## src/common/fpdivsqrt_pkg.sv

```systemverilog
package fpdivsqrt_pkg;

  // ------------------------------------------------------------
  // Binary16 format
  // ------------------------------------------------------------
  localparam int fp_width = 16;
  localparam int exp_bits = 5;
  localparam int man_bits = 10;
  localparam int exp_bias = 15;
  // All-ones exponent of infinity and NaN
  localparam int exp_max  = 31;

  // One binary16 word, as raw bits or as its fields
  typedef union packed {
    logic [fp_width-1:0] bits;
    struct packed {
      logic                sign;
      logic [exp_bits-1:0] exp;
      logic [man_bits-1:0] man;
    } f;
  } fp16_u;

  // Results of the special-case and overflow rules
  localparam logic [fp_width-1:0] canonical_nan  = 16'h7E00;
  localparam logic [fp_width-1:0] largest_finite = 16'h7BFF;

  // ------------------------------------------------------------
  // Status flags
  // ------------------------------------------------------------
  localparam int status_width = 5;
  localparam int flag_nv = 4;
  localparam int flag_dz = 3;
  localparam int flag_of = 2;
  localparam int flag_uf = 1;
  localparam int flag_nx = 0;

  // Encoding of op_i
  localparam logic op_div  = 1'b1;
  localparam logic op_sqrt = 1'b0;

endpackage

```

## src/hw/fp_issue_ctrl.sv

```systemverilog
module fp_issue_ctrl #(
  parameter int TagWidth = 4
) (
  input  logic                                   clk_i,
  input  logic                                   rst_ni,
  input  logic                                   flush_i,
  input  logic                                   in_valid_i,
  input  logic                                   op_i,
  input  logic [fpdivsqrt_pkg::fp_width-1:0]     operand_a_i,
  input  logic [fpdivsqrt_pkg::fp_width-1:0]     operand_b_i,
  input  logic [TagWidth-1:0]                    tag_i,
  input  logic                                   result_taken_i,
  output logic                                   in_ready_o,
  output logic                                   div_start_o,
  output logic                                   sqrt_start_o,
  output logic [10:0]                            sig_a_o,
  output logic [10:0]                            sig_b_o,
  output logic signed [6:0]                      exp_o,
  output logic                                   sign_o,
  output logic                                   special_valid_o,
  output fpdivsqrt_pkg::fp16_u                   special_result_o,
  output logic [fpdivsqrt_pkg::status_width-1:0] special_status_o,
  output logic [TagWidth-1:0]                    tag_o,
  output logic                                   busy_o
);

  typedef enum logic {IDLE, BUSY} state_e;

  state_e               state_q;
  fpdivsqrt_pkg::fp16_u a, b;
  logic                 a_zero, a_inf, a_qnan, a_snan;
  logic                 b_zero, b_inf, b_qnan, b_snan;
  logic                 is_div, accept, special;
  logic signed [6:0]    exp_a, exp_b;
  logic [TagWidth-1:0]  tag_q;

  // Class bits {zero, inf, qnan, snan}; subnormals count as zero
  function automatic logic [3:0] classify(input fpdivsqrt_pkg::fp16_u x);
    logic exp_ones;
    logic man_zero;
    logic quiet;
    exp_ones = x.f.exp == 5'(fpdivsqrt_pkg::exp_max);
    man_zero = x.f.man == '0;
    quiet    = x.f.man[fpdivsqrt_pkg::man_bits-1];
    classify = {x.f.exp == '0, exp_ones & man_zero,
                exp_ones & !man_zero & quiet, exp_ones & !man_zero & !quiet};
  endfunction

  assign a = operand_a_i;
  assign b = operand_b_i;
  assign {a_zero, a_inf, a_qnan, a_snan} = classify(a);
  assign {b_zero, b_inf, b_qnan, b_snan} = classify(b);

  // ------------------------------------------------------------
  // Handshake and dispatch
  // ------------------------------------------------------------
  // No acceptance in a flush cycle
  assign in_ready_o = (state_q == IDLE) && !flush_i;
  assign accept     = in_valid_i && in_ready_o;
  assign is_div     = op_i == fpdivsqrt_pkg::op_div;
  assign busy_o     = state_q == BUSY;

  assign div_start_o     = accept && is_div && !special;
  assign sqrt_start_o    = accept && !is_div && !special;
  assign special_valid_o = accept && special;

  // Core operands with the hidden bit
  assign sig_a_o = {1'b1, a.f.man};
  assign sig_b_o = {1'b1, b.f.man};
  assign sign_o  = a.f.sign ^ b.f.sign;
  assign exp_a   = {2'b00, a.f.exp};
  assign exp_b   = {2'b00, b.f.exp};
  // Biased quotient exponent, or unbiased exponent for sqrt
  assign exp_o   = is_div ? exp_a - exp_b + 7'(fpdivsqrt_pkg::exp_bias)
                          : exp_a - 7'(fpdivsqrt_pkg::exp_bias);

  // ------------------------------------------------------------
  // Special operands
  // ------------------------------------------------------------
  always_comb begin
    special                = 1'b1;
    special_result_o.bits  = fpdivsqrt_pkg::canonical_nan;
    special_status_o       = '0;
    if (a_qnan || a_snan || (is_div && (b_qnan || b_snan))) begin
      // NaN in, quiet NaN out; NV only on signalling
      special_status_o[fpdivsqrt_pkg::flag_nv] = a_snan || (is_div && b_snan);
    end else if (is_div) begin
      if ((a_zero && b_zero) || (a_inf && b_inf)) begin
        special_status_o[fpdivsqrt_pkg::flag_nv] = 1'b1;
      end else if (a_inf || b_zero) begin
        // Signed infinity, DZ only for a finite dividend
        special_result_o.f.sign = sign_o;
        special_result_o.f.exp  = 5'(fpdivsqrt_pkg::exp_max);
        special_result_o.f.man  = '0;
        special_status_o[fpdivsqrt_pkg::flag_dz] = !a_inf;
      end else if (a_zero || b_inf) begin
        special_result_o.bits   = '0;
        special_result_o.f.sign = sign_o;
      end else begin
        special = 1'b0;
      end
    end else begin
      if (a_zero) begin
        // sqrt(-0) keeps its sign
        special_result_o.bits   = '0;
        special_result_o.f.sign = a.f.sign;
      end else if (a.f.sign) begin
        special_status_o[fpdivsqrt_pkg::flag_nv] = 1'b1;
      end else if (a_inf) begin
        special_result_o.bits  = '0;
        special_result_o.f.exp = 5'(fpdivsqrt_pkg::exp_max);
      end else begin
        special = 1'b0;
      end
    end
  end

  // ------------------------------------------------------------
  // State and tag
  // ------------------------------------------------------------
  always_ff @(posedge clk_i) begin
    if (!rst_ni) begin
      state_q <= IDLE;
    end else if (flush_i) begin
      state_q <= IDLE;
    end else if (accept) begin
      state_q <= BUSY;
    end else if (result_taken_i) begin
      state_q <= IDLE;
    end
  end

  always_ff @(posedge clk_i) begin
    if (accept) begin
      tag_q <= tag_i;
    end
  end

  assign tag_o = tag_q;

endmodule

```

## src/div/fp_div_core.sv

```systemverilog
module fp_div_core (
  input  logic                                   clk_i,
  input  logic                                   rst_ni,
  input  logic                                   flush_i,
  input  logic                                   div_start_i,
  input  logic [10:0]                            sig_a_i,
  input  logic [10:0]                            sig_b_i,
  input  logic signed [6:0]                      exp_i,
  input  logic                                   sign_i,
  output logic                                   done_o,
  output fpdivsqrt_pkg::fp16_u                   result_o,
  output logic [fpdivsqrt_pkg::status_width-1:0] status_o
);

  // Integer bit, 10 fraction bits and one guard bit
  localparam int QuotBits = 12;

  logic                busy_q, done_q;
  logic [3:0]          cnt_q;
  logic [11:0]         rem_q;
  logic [10:0]         divisor_q;
  logic [QuotBits-1:0] quot_q;
  logic signed [6:0]   exp_q;
  logic                sign_q;
  logic                rem_ge;
  logic signed [6:0]   exp_norm;
  logic [9:0]          man_norm;
  logic                dropped;

  // ------------------------------------------------------------
  // Iteration control
  // ------------------------------------------------------------
  always_ff @(posedge clk_i) begin
    if (!rst_ni) begin
      busy_q <= 1'b0;
      done_q <= 1'b0;
      cnt_q  <= '0;
    end else if (flush_i) begin
      busy_q <= 1'b0;
      done_q <= 1'b0;
      cnt_q  <= '0;
    end else begin
      done_q <= 1'b0;
      if (div_start_i) begin
        busy_q <= 1'b1;
        cnt_q  <= '0;
      end else if (busy_q) begin
        cnt_q <= cnt_q + 4'd1;
        // Last quotient bit, result ready next cycle
        if (cnt_q == 4'(QuotBits - 1)) begin
          busy_q <= 1'b0;
          done_q <= 1'b1;
        end
      end
    end
  end

  // ------------------------------------------------------------
  // Restoring radix-2 datapath
  // ------------------------------------------------------------
  // Remainder stays below twice the divisor
  assign rem_ge = rem_q >= {1'b0, divisor_q};

  always_ff @(posedge clk_i) begin
    if (div_start_i) begin
      rem_q     <= {1'b0, sig_a_i};
      divisor_q <= sig_b_i;
      quot_q    <= '0;
      exp_q     <= exp_i;
      sign_q    <= sign_i;
    end else if (busy_q) begin
      quot_q <= {quot_q[QuotBits-2:0], rem_ge};
      rem_q  <= (rem_ge ? rem_q - {1'b0, divisor_q} : rem_q) << 1;
    end
  end

  // ------------------------------------------------------------
  // Normalize, truncate and range check
  // ------------------------------------------------------------
  always_comb begin
    // Quotient lies in (0.5, 2); shift at most one place
    if (quot_q[QuotBits-1]) begin
      man_norm = quot_q[10:1];
      dropped  = quot_q[0];
      exp_norm = exp_q;
    end else begin
      man_norm = quot_q[9:0];
      dropped  = 1'b0;
      exp_norm = exp_q - 7'sd1;
    end

    status_o = '0;
    status_o[fpdivsqrt_pkg::flag_nx] = dropped || (rem_q != '0);
    result_o.f.sign = sign_q;
    result_o.f.exp  = exp_norm[4:0];
    result_o.f.man  = man_norm;

    if (exp_norm >= 7'(fpdivsqrt_pkg::exp_max)) begin
      // Toward zero, overflow stops at the largest finite value
      result_o.bits = {sign_q, fpdivsqrt_pkg::largest_finite[14:0]};
      status_o[fpdivsqrt_pkg::flag_of] = 1'b1;
      status_o[fpdivsqrt_pkg::flag_nx] = 1'b1;
    end else if (exp_norm <= 7'sd0) begin
      // No subnormal output, flush to signed zero
      result_o.bits = {sign_q, 15'd0};
      status_o[fpdivsqrt_pkg::flag_uf] = 1'b1;
      status_o[fpdivsqrt_pkg::flag_nx] = 1'b1;
    end
  end

  assign done_o = done_q;

endmodule

```

## src/sqrt/fp_sqrt_core.sv

```systemverilog
module fp_sqrt_core (
  input  logic                                   clk_i,
  input  logic                                   rst_ni,
  input  logic                                   flush_i,
  input  logic                                   sqrt_start_i,
  input  logic [10:0]                            sig_i,
  input  logic signed [6:0]                      exp_i,
  output logic                                   done_o,
  output fpdivsqrt_pkg::fp16_u                   result_o,
  output logic [fpdivsqrt_pkg::status_width-1:0] status_o
);

  // Hidden bit plus 10 fraction bits of root
  localparam int RootBits = 11;

  logic                busy_q, done_q;
  logic [3:0]          cnt_q;
  logic [21:0]         rad_q;
  logic [RootBits-1:0] root_q;
  logic [13:0]         rem_q;
  logic signed [6:0]   exp_q;
  logic [13:0]         rem_sh, trial;
  logic                fits;

  // ------------------------------------------------------------
  // Iteration control
  // ------------------------------------------------------------
  always_ff @(posedge clk_i) begin
    if (!rst_ni) begin
      busy_q <= 1'b0;
      done_q <= 1'b0;
      cnt_q  <= '0;
    end else if (flush_i) begin
      busy_q <= 1'b0;
      done_q <= 1'b0;
      cnt_q  <= '0;
    end else begin
      done_q <= 1'b0;
      if (sqrt_start_i) begin
        busy_q <= 1'b1;
        cnt_q  <= '0;
      end else if (busy_q) begin
        cnt_q <= cnt_q + 4'd1;
        if (cnt_q == 4'(RootBits - 1)) begin
          busy_q <= 1'b0;
          done_q <= 1'b1;
        end
      end
    end
  end

  // ------------------------------------------------------------
  // Digit-by-digit datapath
  // ------------------------------------------------------------
  // Bring down two radicand bits, try root*4 + 1
  assign rem_sh = {rem_q[11:0], rad_q[21:20]};
  assign trial  = {1'b0, root_q, 2'b01};
  assign fits   = rem_sh >= trial;

  always_ff @(posedge clk_i) begin
    if (sqrt_start_i) begin
      // Odd exponent: double the significand so the root stays in [1, 2)
      rad_q  <= exp_i[0] ? {sig_i, 11'd0} : {1'b0, sig_i, 10'd0};
      root_q <= '0;
      rem_q  <= '0;
      // Floor of e/2 for both signs
      exp_q  <= exp_i >>> 1;
    end else if (busy_q) begin
      rad_q  <= rad_q << 2;
      rem_q  <= fits ? rem_sh - trial : rem_sh;
      root_q <= {root_q[RootBits-2:0], fits};
    end
  end

  // Result is positive and always normal
  always_comb begin
    result_o.f.sign = 1'b0;
    result_o.f.exp  = 5'(exp_q + 7'(fpdivsqrt_pkg::exp_bias));
    result_o.f.man  = root_q[9:0];
    status_o        = '0;
    status_o[fpdivsqrt_pkg::flag_nx] = rem_q != '0;
  end

  assign done_o = done_q;

endmodule

```

## src/hw/fp_result_merge.sv

```systemverilog
module fp_result_merge #(
  parameter int TagWidth = 4
) (
  input  logic                                   clk_i,
  input  logic                                   rst_ni,
  input  logic                                   flush_i,
  input  logic                                   div_done_i,
  input  fpdivsqrt_pkg::fp16_u                   div_result_i,
  input  logic [fpdivsqrt_pkg::status_width-1:0] div_status_i,
  input  logic                                   sqrt_done_i,
  input  fpdivsqrt_pkg::fp16_u                   sqrt_result_i,
  input  logic [fpdivsqrt_pkg::status_width-1:0] sqrt_status_i,
  input  logic                                   special_valid_i,
  input  fpdivsqrt_pkg::fp16_u                   special_result_i,
  input  logic [fpdivsqrt_pkg::status_width-1:0] special_status_i,
  input  logic [TagWidth-1:0]                    tag_i,
  input  logic                                   out_ready_i,
  output logic                                   out_valid_o,
  output logic [fpdivsqrt_pkg::fp_width-1:0]     result_o,
  output logic [fpdivsqrt_pkg::status_width-1:0] status_o,
  output logic [TagWidth-1:0]                    tag_o,
  output logic                                   result_taken_o
);

  logic                                   valid_q, load;
  fpdivsqrt_pkg::fp16_u                   result_q, result_d;
  logic [fpdivsqrt_pkg::status_width-1:0] status_q, status_d;

  // At most one source pulses per operation
  assign load = div_done_i || sqrt_done_i || special_valid_i;

  always_comb begin
    if (div_done_i) begin
      result_d = div_result_i;
      status_d = div_status_i;
    end else if (sqrt_done_i) begin
      result_d = sqrt_result_i;
      status_d = sqrt_status_i;
    end else begin
      result_d = special_result_i;
      status_d = special_status_i;
    end
  end

  // ------------------------------------------------------------
  // Output register, held until taken
  // ------------------------------------------------------------
  always_ff @(posedge clk_i) begin
    if (!rst_ni) begin
      valid_q <= 1'b0;
    end else if (flush_i) begin
      valid_q <= 1'b0;
    end else if (load) begin
      valid_q <= 1'b1;
    end else if (result_taken_o) begin
      valid_q <= 1'b0;
    end
  end

  always_ff @(posedge clk_i) begin
    if (load) begin
      result_q <= result_d;
      status_q <= status_d;
    end
  end

  assign out_valid_o    = valid_q;
  assign result_o       = result_q.bits;
  assign status_o       = status_q;
  // Issue side keeps the tag stable until the result is taken
  assign tag_o          = tag_i;
  assign result_taken_o = valid_q && out_ready_i;

endmodule

```

## src/hw/fpdivsqrt_top.sv

```systemverilog
module fpdivsqrt_top #(
  parameter int TagWidth = 4
) (
  input  logic                                     clk_i,
  input  logic                                     rst_ni,
  input  logic                                     flush_i,
  input  logic                                     in_valid_i,
  output logic                                     in_ready_o,
  input  logic                                     op_i,
  input  logic [fpdivsqrt_pkg::fp_width-1:0]       operand_a_i,
  input  logic [fpdivsqrt_pkg::fp_width-1:0]       operand_b_i,
  input  logic [TagWidth-1:0]                      tag_i,
  output logic                                     out_valid_o,
  input  logic                                     out_ready_i,
  output logic [fpdivsqrt_pkg::fp_width-1:0]       result_o,
  output logic [fpdivsqrt_pkg::status_width-1:0]   status_o,
  output logic [TagWidth-1:0]                      tag_o,
  output logic                                     busy_o
);

  // Issue to cores
  logic                    div_start, sqrt_start;
  logic [10:0]             sig_a, sig_b;
  logic signed [6:0]       exp;
  logic                    sign;
  // Special-case path and captured tag
  logic                    special_valid;
  fpdivsqrt_pkg::fp16_u    special_result;
  logic [fpdivsqrt_pkg::status_width-1:0] special_status;
  logic [TagWidth-1:0]     tag_q;
  logic                    result_taken;
  // Core results
  logic                    div_done, sqrt_done;
  fpdivsqrt_pkg::fp16_u    div_result, sqrt_result;
  logic [fpdivsqrt_pkg::status_width-1:0] div_status, sqrt_status;

  fp_issue_ctrl #(.TagWidth(TagWidth)) i_fp_issue_ctrl (
    .clk_i            (clk_i),
    .rst_ni           (rst_ni),
    .flush_i          (flush_i),
    .in_valid_i       (in_valid_i),
    .op_i             (op_i),
    .operand_a_i      (operand_a_i),
    .operand_b_i      (operand_b_i),
    .tag_i            (tag_i),
    .result_taken_i   (result_taken),
    .in_ready_o       (in_ready_o),
    .div_start_o      (div_start),
    .sqrt_start_o     (sqrt_start),
    .sig_a_o          (sig_a),
    .sig_b_o          (sig_b),
    .exp_o            (exp),
    .sign_o           (sign),
    .special_valid_o  (special_valid),
    .special_result_o (special_result),
    .special_status_o (special_status),
    .tag_o            (tag_q),
    .busy_o           (busy_o)
  );

  fp_div_core i_fp_div_core (
    .clk_i       (clk_i),
    .rst_ni      (rst_ni),
    .flush_i     (flush_i),
    .div_start_i (div_start),
    .sig_a_i     (sig_a),
    .sig_b_i     (sig_b),
    .exp_i       (exp),
    .sign_i      (sign),
    .done_o      (div_done),
    .result_o    (div_result),
    .status_o    (div_status)
  );

  // Square root works on operand a only
  fp_sqrt_core i_fp_sqrt_core (
    .clk_i        (clk_i),
    .rst_ni       (rst_ni),
    .flush_i      (flush_i),
    .sqrt_start_i (sqrt_start),
    .sig_i        (sig_a),
    .exp_i        (exp),
    .done_o       (sqrt_done),
    .result_o     (sqrt_result),
    .status_o     (sqrt_status)
  );

  fp_result_merge #(.TagWidth(TagWidth)) i_fp_result_merge (
    .clk_i            (clk_i),
    .rst_ni           (rst_ni),
    .flush_i          (flush_i),
    .div_done_i       (div_done),
    .div_result_i     (div_result),
    .div_status_i     (div_status),
    .sqrt_done_i      (sqrt_done),
    .sqrt_result_i    (sqrt_result),
    .sqrt_status_i    (sqrt_status),
    .special_valid_i  (special_valid),
    .special_result_i (special_result),
    .special_status_i (special_status),
    .tag_i            (tag_q),
    .out_ready_i      (out_ready_i),
    .out_valid_o      (out_valid_o),
    .result_o         (result_o),
    .status_o         (status_o),
    .tag_o            (tag_o),
    .result_taken_o   (result_taken)
  );

endmodule

```

## config.mk

```make
export PLATFORM = sky130hd
export DESIGN_NAME = fpdivsqrt_top
export DESIGN_NICKNAME = d
export VERILOG_FILES = /design/src/common/fpdivsqrt_pkg.sv /design/src/hw/fp_issue_ctrl.sv /design/src/div/fp_div_core.sv /design/src/sqrt/fp_sqrt_core.sv /design/src/hw/fp_result_merge.sv /design/src/hw/fpdivsqrt_top.sv
export SDC_FILE = /design/constraint.sdc
export NUM_CORES = 1
export LEC_CHECK = 0
export BUFFER_PORTS_ARGS = -buffer_cell sky130_fd_sc_hd__buf_4
export CAP_MARGIN = 20
export CORE_UTILIZATION = 50
export CTS_BUF_LIST = sky130_fd_sc_hd__clkbuf_2
export DETAILED_ROUTE_END_ITERATION = 10
export PLACE_DENSITY = 0.78
export SLEW_MARGIN = 20
export SYNTH_ARGS = -nofsm -noshare
export SYNTH_HDL_FRONTEND = slang
export SYNTH_HIERARCHICAL = 1
export SYNTH_SLANG_ARGS = --single-unit
export TNS_END_PERCENT = 1
```

## constraint.sdc

```tcl
create_clock -name clk_i -period 7.45 [get_ports clk_i]
set_input_delay 0.3725 -clock clk_i [delete_from_list [all_inputs] [get_ports clk_i]]
set_output_delay 0.3725 -clock clk_i [all_outputs]
set_load 0.02 [all_outputs]
```

Word level (Yosys, flattened, before mapping):

Cells that the tools add are included.

* register bits after elaboration: 133
* word-level logic and storage cells: 155

* $add $sub $neg: 9
* magnitude comparators: 4
* equal/unequal tests: 4
* muxes and demuxes: 53
* bitwise logic cells: 15
* reduce and logical (&&, ||, !) cells: 47

Operator list (count)
* 16-bit 2-to-1 mux: 9
* 22-bit 2-to-1 mux: 3
* 10-bit 2-to-1 mux: 4
* 15-bit 2-to-1 mux: 2
* 1-bit 2-to-1 mux: 29
* 10-bit zero test: 2
* 14-bit by 13-bit >= comparator with 1-bit output: 1
* 14-bit 2-to-1 mux: 1
* 7-bit 2-to-1 mux: 2
* 14-bit nonzero test: 1
* 14-bit by 13-bit subtractor with 14-bit output: 1
* 12-bit by 11-bit >= comparator with 1-bit output: 1
* 1-bit logical AND: 12
* 12-bit nonzero test: 1
* 11-bit 2-to-1 mux: 1
* 11-bit subtractor: 1
* 5-bit == test (second input constant): 2
* 5-bit zero test: 2
* 1-bit logical OR: 10
* 4-bit by 1-bit adder with 4-bit output (second input constant): 2
* 1-bit AND: 8
* 4-bit == test (second input constant): 2
* 1-bit zero test: 8
* 2-bit nonzero test: 4
* 15 further kinds: 23

Logic depth before layout (Yosys ltp):

Gate-level depths: netlist of run 1.

* depth in word-level cells: 11
* depth in mapped cells: 12
* mapped depth without buffers: 10

By module:

The synthesis of run 1 kept the hierarchy.

By module, submodules not included
* fp_div_core: times used 1, cells each 305, area each 3014.1 um^2, seq. area each 1281.2 um^2
* fp_sqrt_core: times used 1, cells each 317, area each 2886.5 um^2, seq. area each 1131.1 um^2
* fp_issue_ctrl: times used 1, cells each 163, area each 1285.0 um^2, seq. area each 140.1 um^2
* fp_result_merge: times used 1, cells each 101, area each 1147.4 um^2, seq. area each 650.6 um^2

Worst setup path before layout of run 1:

No wires, ideal clock.

* path type: input -> register
* start point: input operand_a_i[10] (netlist bit)
* end point: register i_fp_div_core.rem_q[6] (data pin)
* setup time: 0.271 ns
* data arrival time: 3.037 ns
* data required time: 7.179 ns
* path slack: 4.143 ns
* stages: 10
* cells stage by stage: ha_1 > and3_1 > ha_1 > nor2_1 > nand2_1 > nor2_1 > clkbuf_1 > clkbuf_1 > clkbuf_1 > o31ai_1

* word-level cells in the longest chain between the ends: 10
* elaborated cells on any way between the ends: 24

Ends and longest elaborated chain
* from (decl): line fpdivsqrt_top.sv:10 `input logic [fpdivsqrt_pkg::fp_width-1:0] operand_a_i,`
* 5-bit == test or 5-bit zero test (tied branches): line fp_issue_ctrl.sv:42, fp_issue_ctrl.sv:45
* 1-bit AND or 1-bit logical OR (tied branches): line fp_issue_ctrl.sv:45, fp_issue_ctrl.sv:96
* 1-bit 2-to-1 mux, or another cell as far along: line fp_issue_ctrl.sv:109 `end else if (a_inf) begin`
* 1-bit 2-to-1 mux, or another cell as far along: line fp_issue_ctrl.sv:107 `end else if (a.f.sign) begin`
* 1-bit 2-to-1 mux, on equally long branches: line fp_issue_ctrl.sv:103, fp_issue_ctrl.sv:88
* 1-bit 2-to-1 mux: line fp_issue_ctrl.sv:87 `end else if (is_div) begin`
* 1-bit 2-to-1 mux (*): line fp_issue_ctrl.sv:84 `if (a_qnan || a_snan || (is_div && (b_qnan || b_snan))) begin`
* 1-bit zero test (*): line fp_issue_ctrl.sv:63 `assign div_start_o = accept && is_div && !special;`
* 1-bit logical AND (*): line fp_issue_ctrl.sv:63
* net div_start: line fpdivsqrt_top.sv:22 `logic div_start, sqrt_start;`
* 10-bit 2-to-1 mux (*): line fp_div_core.sv:65 `if (div_start_i) begin`
* to (signal assigned): line fp_div_core.sv:66 `rem_q <= {1'b0, sig_a_i};`
* to (signal assigned): line fp_div_core.sv:73 `rem_q <= (rem_ge ? rem_q - {1'b0, divisor_q} : rem_q) << 1;`
* to (decl): line fp_div_core.sv:20 `logic [11:0] rem_q;`

Mark *: on every way through the listed nets, which the timed path passes. The rest lies on a longest branch.
A chain may end at the register's enable or synchronous reset.

Worst setup path after layout of run 1:

* start point: register i_fp_div_core.quot_q[11]
* end point: register i_fp_result_merge.status_q, in the netlist i_fp_result_merge/status_o[0] (data pin)

* word-level cells in the longest chain between the ends: 5
* elaborated cells on any way between the ends: 8

Ends and longest elaborated chain
* from (decl): line fp_div_core.sv:22 `logic [QuotBits-1:0] quot_q;`
* from (signal assigned): line fp_div_core.sv:72 `quot_q <= {quot_q[QuotBits-2:0], rem_ge};`
* 7-bit 2-to-1 mux or 1-bit 2-to-1 mux (tied branches): line fp_div_core.sv:82 `if (quot_q[QuotBits-1]) begin`
* 7-bit by 1-bit less-or-equal comparator with 1-bit output or 1-bit logical OR (tied branches): line fp_div_core.sv:103, fp_div_core.sv:93
* 2-bit 2-to-1 mux: line fp_div_core.sv:103 `end else if (exp_norm <= 7'sd0) begin`
* 1-bit 2-to-1 mux (*): line fp_div_core.sv:98 `if (exp_norm >= 7'(fpdivsqrt_pkg::exp_max)) begin`
* net div_status, one bit: line fpdivsqrt_top.sv:35 `logic [fpdivsqrt_pkg::status_width-1:0] div_status, sqrt_status;`
* 3-bit 2-to-1 mux (*): line fp_result_merge.sv:33 `if (div_done_i) begin`
* net i_fp_result_merge.status_d, one bit: line fp_result_merge.sv:27 `logic [fpdivsqrt_pkg::status_width-1:0] status_q, status_d;`
* to (signal assigned): line fp_result_merge.sv:63 `status_q <= status_d;`
* to (decl): line fp_result_merge.sv:27

Marked as above.

==> impl_metrics.ini, run 1 <==
[synth]
syn_inst = 886
dominantRegCellSynth = sky130_fd_sc_hd__edfxtp_1
netlist.area_leader.share = 0.259
post-synth-top-count-cell = sky130_fd_sc_hd__nor2_1
netlist.top_cell.by_area = sky130_fd_sc_hd__edfxtp_1
yosys_warnings = 6
post_synth_num_cell_types = 81
synth_seq_area_share = 0.384
synth_edf_count = 72
ys_top_cells_by_area = sky130_fd_sc_hd__edfxtp_1 26%, sky130_fd_sc_hd__dfxtp_1 12%, sky130_fd_sc_hd__mux2i_1 7.8%
syn-cell-area_sq_um = 8330
ys_seq_elements = 124
async_flop_share = 0
postSynthAreaPerCell_sq_um = 9.41
ys_top_cells_by_count = 81 x sky130_fd_sc_hd__nor2_1, 72 x sky130_fd_sc_hd__edfxtp_1, 66 x sky130_fd_sc_hd__nand2_1, 65 x sky130_fd_sc_hd__mux2i_1, 63 x sky130_fd_sc_hd__buf_4

[clocking]
cts_num_sinks = 124
clk_latency_ns = 0.69
clkTransAtPathRegs_ns = 0.20
clock_tree.buffer_depth = 2
quantity_of_gates_resized_following_cts = 0
postCtsHoldBufs = 25
postCtsSetupRepairBufs = 0
cts_made_buffers = 17
cts.root.buffer_cell = sky130_fd_sc_hd__clkbuf_2
htree_num_levels = 4
cts_tree = done

[sta]
final_hold_viol_count = 0
max_frequency_ghz = 0.332
rsz0062_at_grt = no
setup-tns-final_ns = 0
finalCriticalPeriod_ns = 3.01
slew_viols_final = 0
final_clock_skew_ns = 0.0405
setup_viol = 0
finalCritPeriodShare = 0.404
timing_worst_slew_pin_value_ns = 1.07
timing.slew.headroom = 0.284
hold-worst-slack_ns = 0.0674

[routing]
route.vias.total = 6498
drt_iter0_drc = 699
detail_route.first_pass.iterations = 5
vias_cell = 5.62
remaining_drc_errors = 0
ant_nets = 0
drt-wirelength-per-cell_um = 15.8
finalWirelength_um = 18300

[worst_hold_path]
worstHoldPathType = in2reg
min_from = operand_a_i[5]

[global_route]
first_global_vias = 6130
antenna_found_initial = 1
grt_overflow_total = 0
global_route_wire_length_before_repair_um = 29900
global_route.usage.total = 0.226
grt_start_max_net_pins = 46

[power_and_ir_drop]
power_leakage_uw = 0.00346
peakVddDrop_mv = 0.156
pwr_density_cell_nw_per_um2 = 224

[die]
area_of_the_core_region_sq_um = 16100
start_util = 0.519
die_h_um = 131
floorplan.die.width_um = 131
ios = 70
die_area_sq_um = 17200
core.rowCount = 46

[setup_path]
critical_path.n_buffers_inverters = 0
worstSetupPathType = reg2reg
cp-start-kind = flip-flop
worstSetupEndpointType = flip-flop
max_stage_delay_ns = 1.08
cp_data_required_time_ns = 7.89
cp_slowest_cell = sky130_fd_sc_hd__dfxtp_1
worst-path-max-fanout = 21
worstPathCellList = nor3_1 -> a21oi_2 -> o32ai_1 -> a21o_1 -> o21ai_2 -> or3b_1 -> nand2_1 -> o21ai_0
arrival_ns = 3.45
timing.rr.start = i_fp_div_core/quot_q[11]
cp_top_family = flip-flops
worst_setup_path_startpoint = i_fp_div_core/quot_q[11]

[placement]
io_buffer_count = 69
hpwl_um = 13200
place_congestion = 0.896
dp_cells = 1098

[run_status]
status = finished, final reports clean

[final_layout]
final_nets = 1008
filler_cell_count = 1392
syn_to_final_growth_pct = 9.47
combined_area_of_the_multi_input_logic_cells_sq_um = 4390
share_of_post_route_cells_with_drive_strength_above_1 = 0.150
area_taken_by_flip_flops_and_latches_sq_um = 3200
post_layout_nonfiller_instances = 1156

[run]
max-cap-violations = 0
-- cells by family (layout without fill, tap and decap cells) --
group | Yosys count | count (layout) | share of synthesized area
AND/OR/NAND/NOR | 273 | 273 | 0.178
AO/OA/AOI/OAI | 193 | 193 | 0.158
buffers and inverters | 149 | 185 | 0.0982
flip-flops | 124 | 124 | 0.384
multiplexers | 65 | 65 | 0.0781
adder cells (fa/ha/maj) | 40 | 40 | 0.0619
XOR/XNOR | 38 | 38 | 0.0399
other | 4 | 22 | 0.00180
-- registers in the layout (all words and copies together), names as in the netlist --
signal,cells
i_fp_issue_ctrl/tag_o,4
i_fp_sqrt_core/rem_q,14
i_fp_div_core/busy_q,1
i_fp_sqrt_core/cnt_q,4
i_fp_div_core/rem_q,12
i_fp_div_core/sign_q,1
i_fp_sqrt_core/exp_q,5
i_fp_div_core/divisor_q,11
i_fp_div_core/done_o,1
i_fp_result_merge/result_o,16
i_fp_result_merge/out_valid_o,1
i_fp_issue_ctrl/busy_o,1
i_fp_sqrt_core/busy_q,1
i_fp_div_core/quot_q,12
i_fp_sqrt_core/done_o,1
i_fp_div_core/cnt_q,4
i_fp_div_core/exp_q,7
i_fp_sqrt_core/rad_q,12
i_fp_result_merge/status_o,5
i_fp_sqrt_core/root_q,11
-- path summary, 6_finish.rpt --
check	to	slack, ns	cells past startpoint
worst max-delay path	i_fp_result_merge/status_o[0]	4.44	8
worst min-delay path	i_fp_div_core/rem_q[5]	0.07	2
worst max register to register	i_fp_result_merge/status_o[0]	4.44	8
worst min register to register	i_fp_sqrt_core/rem_q[3]	0.53	2
-- report_power, final --
group | internal, uW | switching [uW]
Clock | 155 | 265
Combinational | 311 | 461
Sequential | 789 | 60.0
-- cell type report --
class                   instances  share of cell area
well taps                     216              0.0296
multi-input cells             630               0.482
diodes                          1            0.000274
repair buffers                103              0.0916
inverters                      50              0.0206
clock inverters                14              0.0154
clock buffers                  18             0.00988
flip-flops and latches        124               0.351
-- routing by layer --
layer | part of all wire | GRT usage | wire length [um] | vias to the layer above
li1 | - | - | - | 3217
met4 | 0.020 | 0.0751 | 374 | 0
met1 | 0.45 | 0.297 | 8320 | 3033
met3 | 0.058 | 0.0438 | 1060 | 31
met5 | 0 | 0 | 0 | -
met2 | 0.47 | 0.374 | 8540 | 217
-- metrics by stage --
step	util	setup slack [ns]	power (uW)	cell area (sq um)
2_1_floorplan	-	4.14	1450	8400
3_3_place_gp	0.538	4.34	1590	8640
3_5_place_dp	0.538	4.26	1600	8640
4_1_cts	0.568	4.47	2030	9120
5_1_grt	0.568	4.18	2160	9120
6_report	0.568	4.44	2040	9120
-- layout by cell type (no fill, tap or decap), types with 8 or more instances in the layout --
cell type / netlist / final
sky130_fd_sc_hd__nand3_1: 18 / 18
sky130_fd_sc_hd__clkbuf_2: 2 / 18
sky130_fd_sc_hd__xnor2_1: 18 / 18
sky130_fd_sc_hd__inv_1: 50 / 50
sky130_fd_sc_hd__a311oi_1: 8 / 8
sky130_fd_sc_hd__nor4_1: 8 / 8
sky130_fd_sc_hd__a21oi_1: 50 / 50
sky130_fd_sc_hd__nor2_1: 81 / 80
sky130_fd_sc_hd__dfxtp_1: 52 / 52
sky130_fd_sc_hd__dlygate4sd3_1: 0 / 25
sky130_fd_sc_hd__nand4_1: 12 / 12
sky130_fd_sc_hd__conb_1: 4 / 21
sky130_fd_sc_hd__o21ai_0: 51 / 50
sky130_fd_sc_hd__nand2b_1: 11 / 11
sky130_fd_sc_hd__mux2i_1: 65 / 65
sky130_fd_sc_hd__nor2b_1: 13 / 13
sky130_fd_sc_hd__buf_4: 63 / 78
sky130_fd_sc_hd__nand2_1: 66 / 66
sky130_fd_sc_hd__nor3_1: 13 / 12
sky130_fd_sc_hd__edfxtp_1: 72 / 72
sky130_fd_sc_hd__xor2_1: 20 / 20
sky130_fd_sc_hd__ha_1: 38 / 38
No activity file was read; power rests on OpenSTA's default activity.
==> run 2: changes to the inputs <==
- PLACE_DENSITY: 0.78 -> 0.8
- clock period: 7.45 -> 2.7 ns (I/O delays scaled with it)
==> run 2 against run 1 <==
Effect of this change: sequential cell count stayed put; critical path depth up 1; count of clock-buffer cells in the layout down 1; final area increased by 3.5%; combinational power rose to 2.9 times the previous value; die area is the same; clock skew decreased by 0.0034 ns; worst hold slack gained 0.065 ns; worst setup slack worse by 4.2 ns; final cell count is 3.3% higher; wire length rose by 4.3%.
==> impl_metrics.ini, run 2 (synthesis gave the netlist of run 1 again) <==
[run_status]
status = finished, final reports clean

[worst_hold_path]
worstHoldPathType = in2reg
min_from = tag_i[0]
worstHoldEndpoint = i_fp_issue_ctrl/tag_o[0]
hold_path_depth = 2

[die]
die_area_sq_um = 17200
area_of_the_core_region_sq_um = 16100
die_h_um = 131
floorplan.die.width_um = 131
core.rowCount = 46
start_util = 0.519
ios = 70

[global_route]
global_route_wire_length_before_repair_um = 31200
global_route.usage.total = 0.238
grt_overflow_total = 0
grt_start_max_net_pins = 46
first_global_vias = 6243
antenna_found_initial = 1

[sta]
timing.slew.headroom = 0.534
rsz0062_at_grt = yes
timing_worst_slew_pin_value_ns = 0.699
finalCritPeriodShare = 0.929
final_hold_viol_count = 0
hold-worst-slack_ns = 0.133
finalCriticalPeriod_ns = 2.51
slew_viols_final = 0
final_critical_path_setup_slack_ns = 0.191
max_frequency_ghz = 0.399
final_clock_skew_ns = 0.0370
setup_viol = 0

[clocking]
clock_tree.buffer_depth = 2
cts_made_buffers = 17
cts_num_sinks = 124
clkTransAtPathRegs_ns = 0.20
cts_tree = done
clk_latency_ns = 0.72
cts.root.buffer_cell = sky130_fd_sc_hd__clkbuf_2
htree_num_levels = 4

[routing]
drt-wirelength-per-cell_um = 16.0
detail_route.first_pass.iterations = 8
route.vias.total = 6675
finalWirelength_um = 19100
remaining_drc_errors = 0
ant_nets = 0
vias_cell = 5.59
drt_iter0_drc = 573

[setup_path]
worst-path-max-fanout = 9
arrival_ns = 3.02
timing.rr.start = i_fp_div_core/rem_q[0]
cp-start-kind = flip-flop
reg2reg_depth = 9
cp_data_required_time_ns = 3.21
worst-r2r-setup-slack_ns = 0.19
worstSetupEndpointType = flip-flop
worstSetupPathType = reg2reg
worstReg2RegEnd = i_fp_div_core/rem_q[3]

[placement]
dp_cells = 1118
io_buffer_count = 69
hpwl_um = 13700
dpl-instance-area_sq_um = 8790
pre_cts_slack_ns = 0.130
place_congestion = 0.915

[final_layout]
finish.instance_area_sq_um = 9440
combined_area_of_the_multi_input_logic_cells_sq_um = 4400
area_taken_by_flip_flops_and_latches_sq_um = 3200
post_layout_nonfiller_instances = 1194
commonest_non_fill_non_tap_cells_in_the_layout = 99 x sky130_fd_sc_hd__buf_4, 79 x sky130_fd_sc_hd__nor2_1, 72 x sky130_fd_sc_hd__edfxtp_1
share_of_post_route_cells_with_drive_strength_above_1 = 0.165
layout_commonest_cell = sky130_fd_sc_hd__buf_4
filler_cell_count = 1341
syn_to_final_growth_pct = 13.3
final_nets = 1046
largest_register_ff_count = 16

[run]
max-cap-violations = 0

[power_and_ir_drop]
peakVddDrop_mv = 0.481
power_leakage_uw = 0.00362
fin_total_pwr_uw = 5650
pwr_density_cell_nw_per_um2 = 598
==> run 2: per-layer routing <==
layer | wire [um] | vias to the layer above | track usage
met1 | 8580 | 3106 | 0.313
met3 | 1050 | 43 | 0.0471
met5 | 0 | - | 0
li1 | - | 3296 | -
met2 | 8890 | 230 | 0.378
met4 | 568 | 0 | 0.105
==> run 2: final cells by class <==
cell class / count / area share
multi-input cells: 630 / 0.467
flip-flops and latches: 124 / 0.339
repair buffers: 141 / 0.123
clock inverters: 15 / 0.0129
diodes: 1 / 0.000265
well taps: 216 / 0.0286
clock buffers: 17 / 0.00901
inverters: 50 / 0.0199
==> run 2: how the worst max path moves through the flow <==
stage | end | cells after the start | start
3_5_place_dp | i_fp_result_merge/status_o[0] | 10 | i_fp_div_core/exp_q[0]
3_3_place_gp | i_fp_result_merge/status_o[0] | 10 | i_fp_div_core/exp_q[0]
6_report | i_fp_div_core/rem_q[3] | 9 | i_fp_div_core/rem_q[0]
2_1_floorplan | i_fp_div_core/rem_q[6] | 8 | i_fp_issue_ctrl/busy_o
5_1_grt | i_fp_div_core/rem_q[3] | 9 | i_fp_div_core/rem_q[0]
4_1_cts | i_fp_div_core/busy_q | 12 | operand_a_i[10]
==> run 2: worst max-delay path, cell delays in order (launching register included) <==
cell,delay (ns)
sky130_fd_sc_hd__edfxtp_1,0.39
sky130_fd_sc_hd__inv_1,0.07
sky130_fd_sc_hd__ha_1,0.23
sky130_fd_sc_hd__fa_1,0.41
sky130_fd_sc_hd__nand2b_1,0.16
sky130_fd_sc_hd__a21oi_1,0.16
sky130_fd_sc_hd__o21a_1,0.17
sky130_fd_sc_hd__o2111a_1,0.26
sky130_fd_sc_hd__nor2_2,0.13
sky130_fd_sc_hd__o311ai_0,0.35
==> run 2: what timing repair did <==
action / in CTS / in global routing
setup endpoints to repair: 0 / 7
setup buffers: 0 / 1
gates resized for setup: 0 / 3
hold endpoints to repair: 64 / 0
hold buffers: 42 / 0
==> run 2: per-stage QoR <==
stage | TNS, ns | utilization
after floorplan | -0.181 | -
after global placement | 0 | 0.547
after detailed placement | 0 | 0.547
after CTS | 0 | 0.586
after global routing | -0.0351 | 0.588
final | 0 | 0.588
==> run 2: power breakdown <==
group	total [uW]	internal, uW	leakage (uW)	switching [uW]
logic	2230	957	0.00241	1280
registers	2340	2180	0.00109	165
clock network	1070	329	0.000128	742
==> run 3: changes to the inputs <==
- CORE_MARGIN: unset -> 3
==> run 3 against run 2 <==
Effect of this change: power increased by 3.9%; utilization increased by 0.11 points; sequential cell count did not move; wire length rose by 5.9%; critical endpoint is now i_fp_div_core/busy_q; worst hold slack lost 0.043 ns; worst setup slack got worse by 0.14 ns; combinational power about the same; critical path depth up 3; final cell count unchanged; count of clock-buffer cells in the layout grew 2; first-iteration DRC count up 13%.
==> impl_metrics.ini, run 3 (synthesis gave the netlist of run 1 again) <==
[final_layout]
area_taken_by_flip_flops_and_latches_sq_um = 3200
combined_area_of_the_multi_input_logic_cells_sq_um = 4400
filler_cell_count = 1353
final_nets = 1045
post_layout_nonfiller_instances = 1194
commonest_non_fill_non_tap_cells_in_the_layout = 98 x sky130_fd_sc_hd__buf_4, 79 x sky130_fd_sc_hd__nor2_1, 72 x sky130_fd_sc_hd__edfxtp_1
share_of_post_route_cells_with_drive_strength_above_1 = 0.167
largest_register_ff_count = 16
layout_commonest_cell = sky130_fd_sc_hd__buf_4
finish.instance_area_sq_um = 9490
syn_to_final_growth_pct = 13.9

[setup_path]
worstSetupPathType = in2reg
worst-path-max-fanout = 24
arrival_ns = 3.30
reg2reg_depth = 10
cp-endpoint = i_fp_div_core/busy_q
cp-start-kind = input pin
worst-r2r-setup-slack_ns = 0.11
worst_setup_path_startpoint = operand_a_i[10]
worstReg2RegEnd = i_fp_div_core/rem_q[10]
timing.rr.start = i_fp_div_core/rem_q[0]
cp_data_required_time_ns = 3.35
worstSetupEndpointType = flip-flop

[sta]
max_frequency_ghz = 0.377
setup_viol = 0
final_clock_skew_ns = 0.0228
slew_viols_final = 0
finalCritPeriodShare = 0.981
final_hold_viol_count = 0
final_critical_path_setup_slack_ns = 0.0503
finalCriticalPeriod_ns = 2.65
rsz0062_at_grt = yes
timing_worst_slew_pin_value_ns = 0.661
setup-tns-final_ns = 0
hold-worst-slack_ns = 0.0892
timing.slew.headroom = 0.558

[clocking]
clock_tree.buffer_depth = 2
cts_tree = done
cts_made_buffers = 17
clk_latency_ns = 0.71
htree_num_levels = 4
postCtsSetupRepairBufs = 0
cts_num_sinks = 124
cts.root.buffer_cell = sky130_fd_sc_hd__clkbuf_2
clkTransAtPathRegs_ns = 0.18

[routing]
detail_route.first_pass.iterations = 6
remaining_drc_errors = 0
drt_iter0_drc = 650
finalWirelength_um = 20200
ant_nets = 0
drt-wirelength-per-cell_um = 16.9
route.vias.total = 6830
vias_cell = 5.72

[global_route]
global_route_wire_length_before_repair_um = 32500
grt_overflow_total = 0
global_route.usage.total = 0.225
first_global_vias = 6311
grt_start_max_net_pins = 43
antenna_found_initial = 1

[die]
floorplan.die.width_um = 135
die_h_um = 135
ios = 70
die_area_sq_um = 18300
area_of_the_core_region_sq_um = 16100
core.rowCount = 46
start_util = 0.517

[worst_hold_path]
worstHoldPathType = in2reg

[power_and_ir_drop]
peakVddDrop_mv = 0.354
power_leakage_uw = 0.00366
pwr_density_cell_nw_per_um2 = 619

[run]
max-cap-violations = 0

[placement]
place_congestion = 0.965
io_buffer_count = 69
pre_cts_slack_ns = 0.110
dp_cells = 1119
dpl-instance-area_sq_um = 8800
hpwl_um = 14200

[run_status]
status = finished, final reports clean
==> run 3: changes by cell type in the layout (fill, tap and decap cells not counted), moves of 2 or more <==
cell | before | now
sky130_fd_sc_hd__clkbuf_2 | 17 | 19
sky130_fd_sc_hd__inv_6 | 3 | 0
sky130_fd_sc_hd__clkinv_2 | 3 | 5
sky130_fd_sc_hd__bufinv_16 | 1 | 4
sky130_fd_sc_hd__clkinv_1 | 3 | 1
==> run 3: worst min-delay path by stage <==
stage	start	endpoint	slack, ns	cells after the start
6_report	operand_a_i[11]	i_fp_sqrt_core/exp_q[0]	0.09	5
5_1_grt	operand_a_i[11]	i_fp_sqrt_core/exp_q[0]	-0.0007	5
4_1_cts	operand_a_i[11]	i_fp_sqrt_core/exp_q[0]	0.01	5
3_5_place_dp	tag_i[0]	i_fp_issue_ctrl/tag_o[0]	0.32	1
3_3_place_gp	tag_i[0]	i_fp_issue_ctrl/tag_o[0]	0.31	1
2_1_floorplan	flush_i	i_fp_div_core/busy_q	0.21	1
==> run 3: cell type report <==
class | instances | share of cell area
tap | 216 | 0.0285
multi-input combinational | 630 | 0.463
antenna | 2 | 0.000527
timing repair buffer | 140 | 0.122
clock buffer | 19 | 0.0100
inverter | 50 | 0.0198
clock inverter | 13 | 0.0183
sequential | 124 | 0.338
==> run 3: critical path, stage by stage <==
cell and delay [ns]:
sky130_fd_sc_hd__dlygate4sd3_1 0.54, sky130_fd_sc_hd__buf_4 0.15, sky130_fd_sc_hd__ha_1 0.21, sky130_fd_sc_hd__and3_1 0.19
sky130_fd_sc_hd__ha_1 0.24, sky130_fd_sc_hd__nor2_1 0.20, sky130_fd_sc_hd__nand2_1 0.16, sky130_fd_sc_hd__nor2_4 0.45
sky130_fd_sc_hd__buf_6 0.20, sky130_fd_sc_hd__a21oi_1 0.05, sky130_fd_sc_hd__nor3b_1 0.18, sky130_fd_sc_hd__dlygate4sd3_1 0.58
==> run 3: routing by layer <==
| metal | GRT usage | wire length [um] | share of wire |
|---|---|---|---|
| met1 | 0.308 | 8800 | 0.44 |
| met4 | 0.0761 | 535 | 0.026 |
| met2 | 0.353 | 9330 | 0.46 |
| met3 | 0.0518 | 1550 | 0.077 |
| met5 | 0 | 0 | 0 |
==> run 3: metrics by stage <==
step                total power [uW]  utilization
finish                          5870        0.589
global route                    6220        0.589
CTS                             5820        0.588
detailed placement              4460        0.546
global placement                4430        0.546
floorplan                       3990            -
==> run 3: repair_timing <==
| item | 4_1_cts | 5_1_grt |
|---|---|---|
| hold endpoints to repair | 80 | 0 |
| hold buffers | 41 | 0 |
| endpoints found under the setup margin | 0 | 9 |
| gates resized for setup | 0 | 4 |
==> run 3: report_power, final <==
part           total (uW)  leakage (uW)  switching, uW  internal [uW]
Clock                1320      0.000165            708            608
Combinational        2210       0.00241           1290            920
Sequential           2350       0.00109            171           2180
Total                5870       0.00366           2170           3700
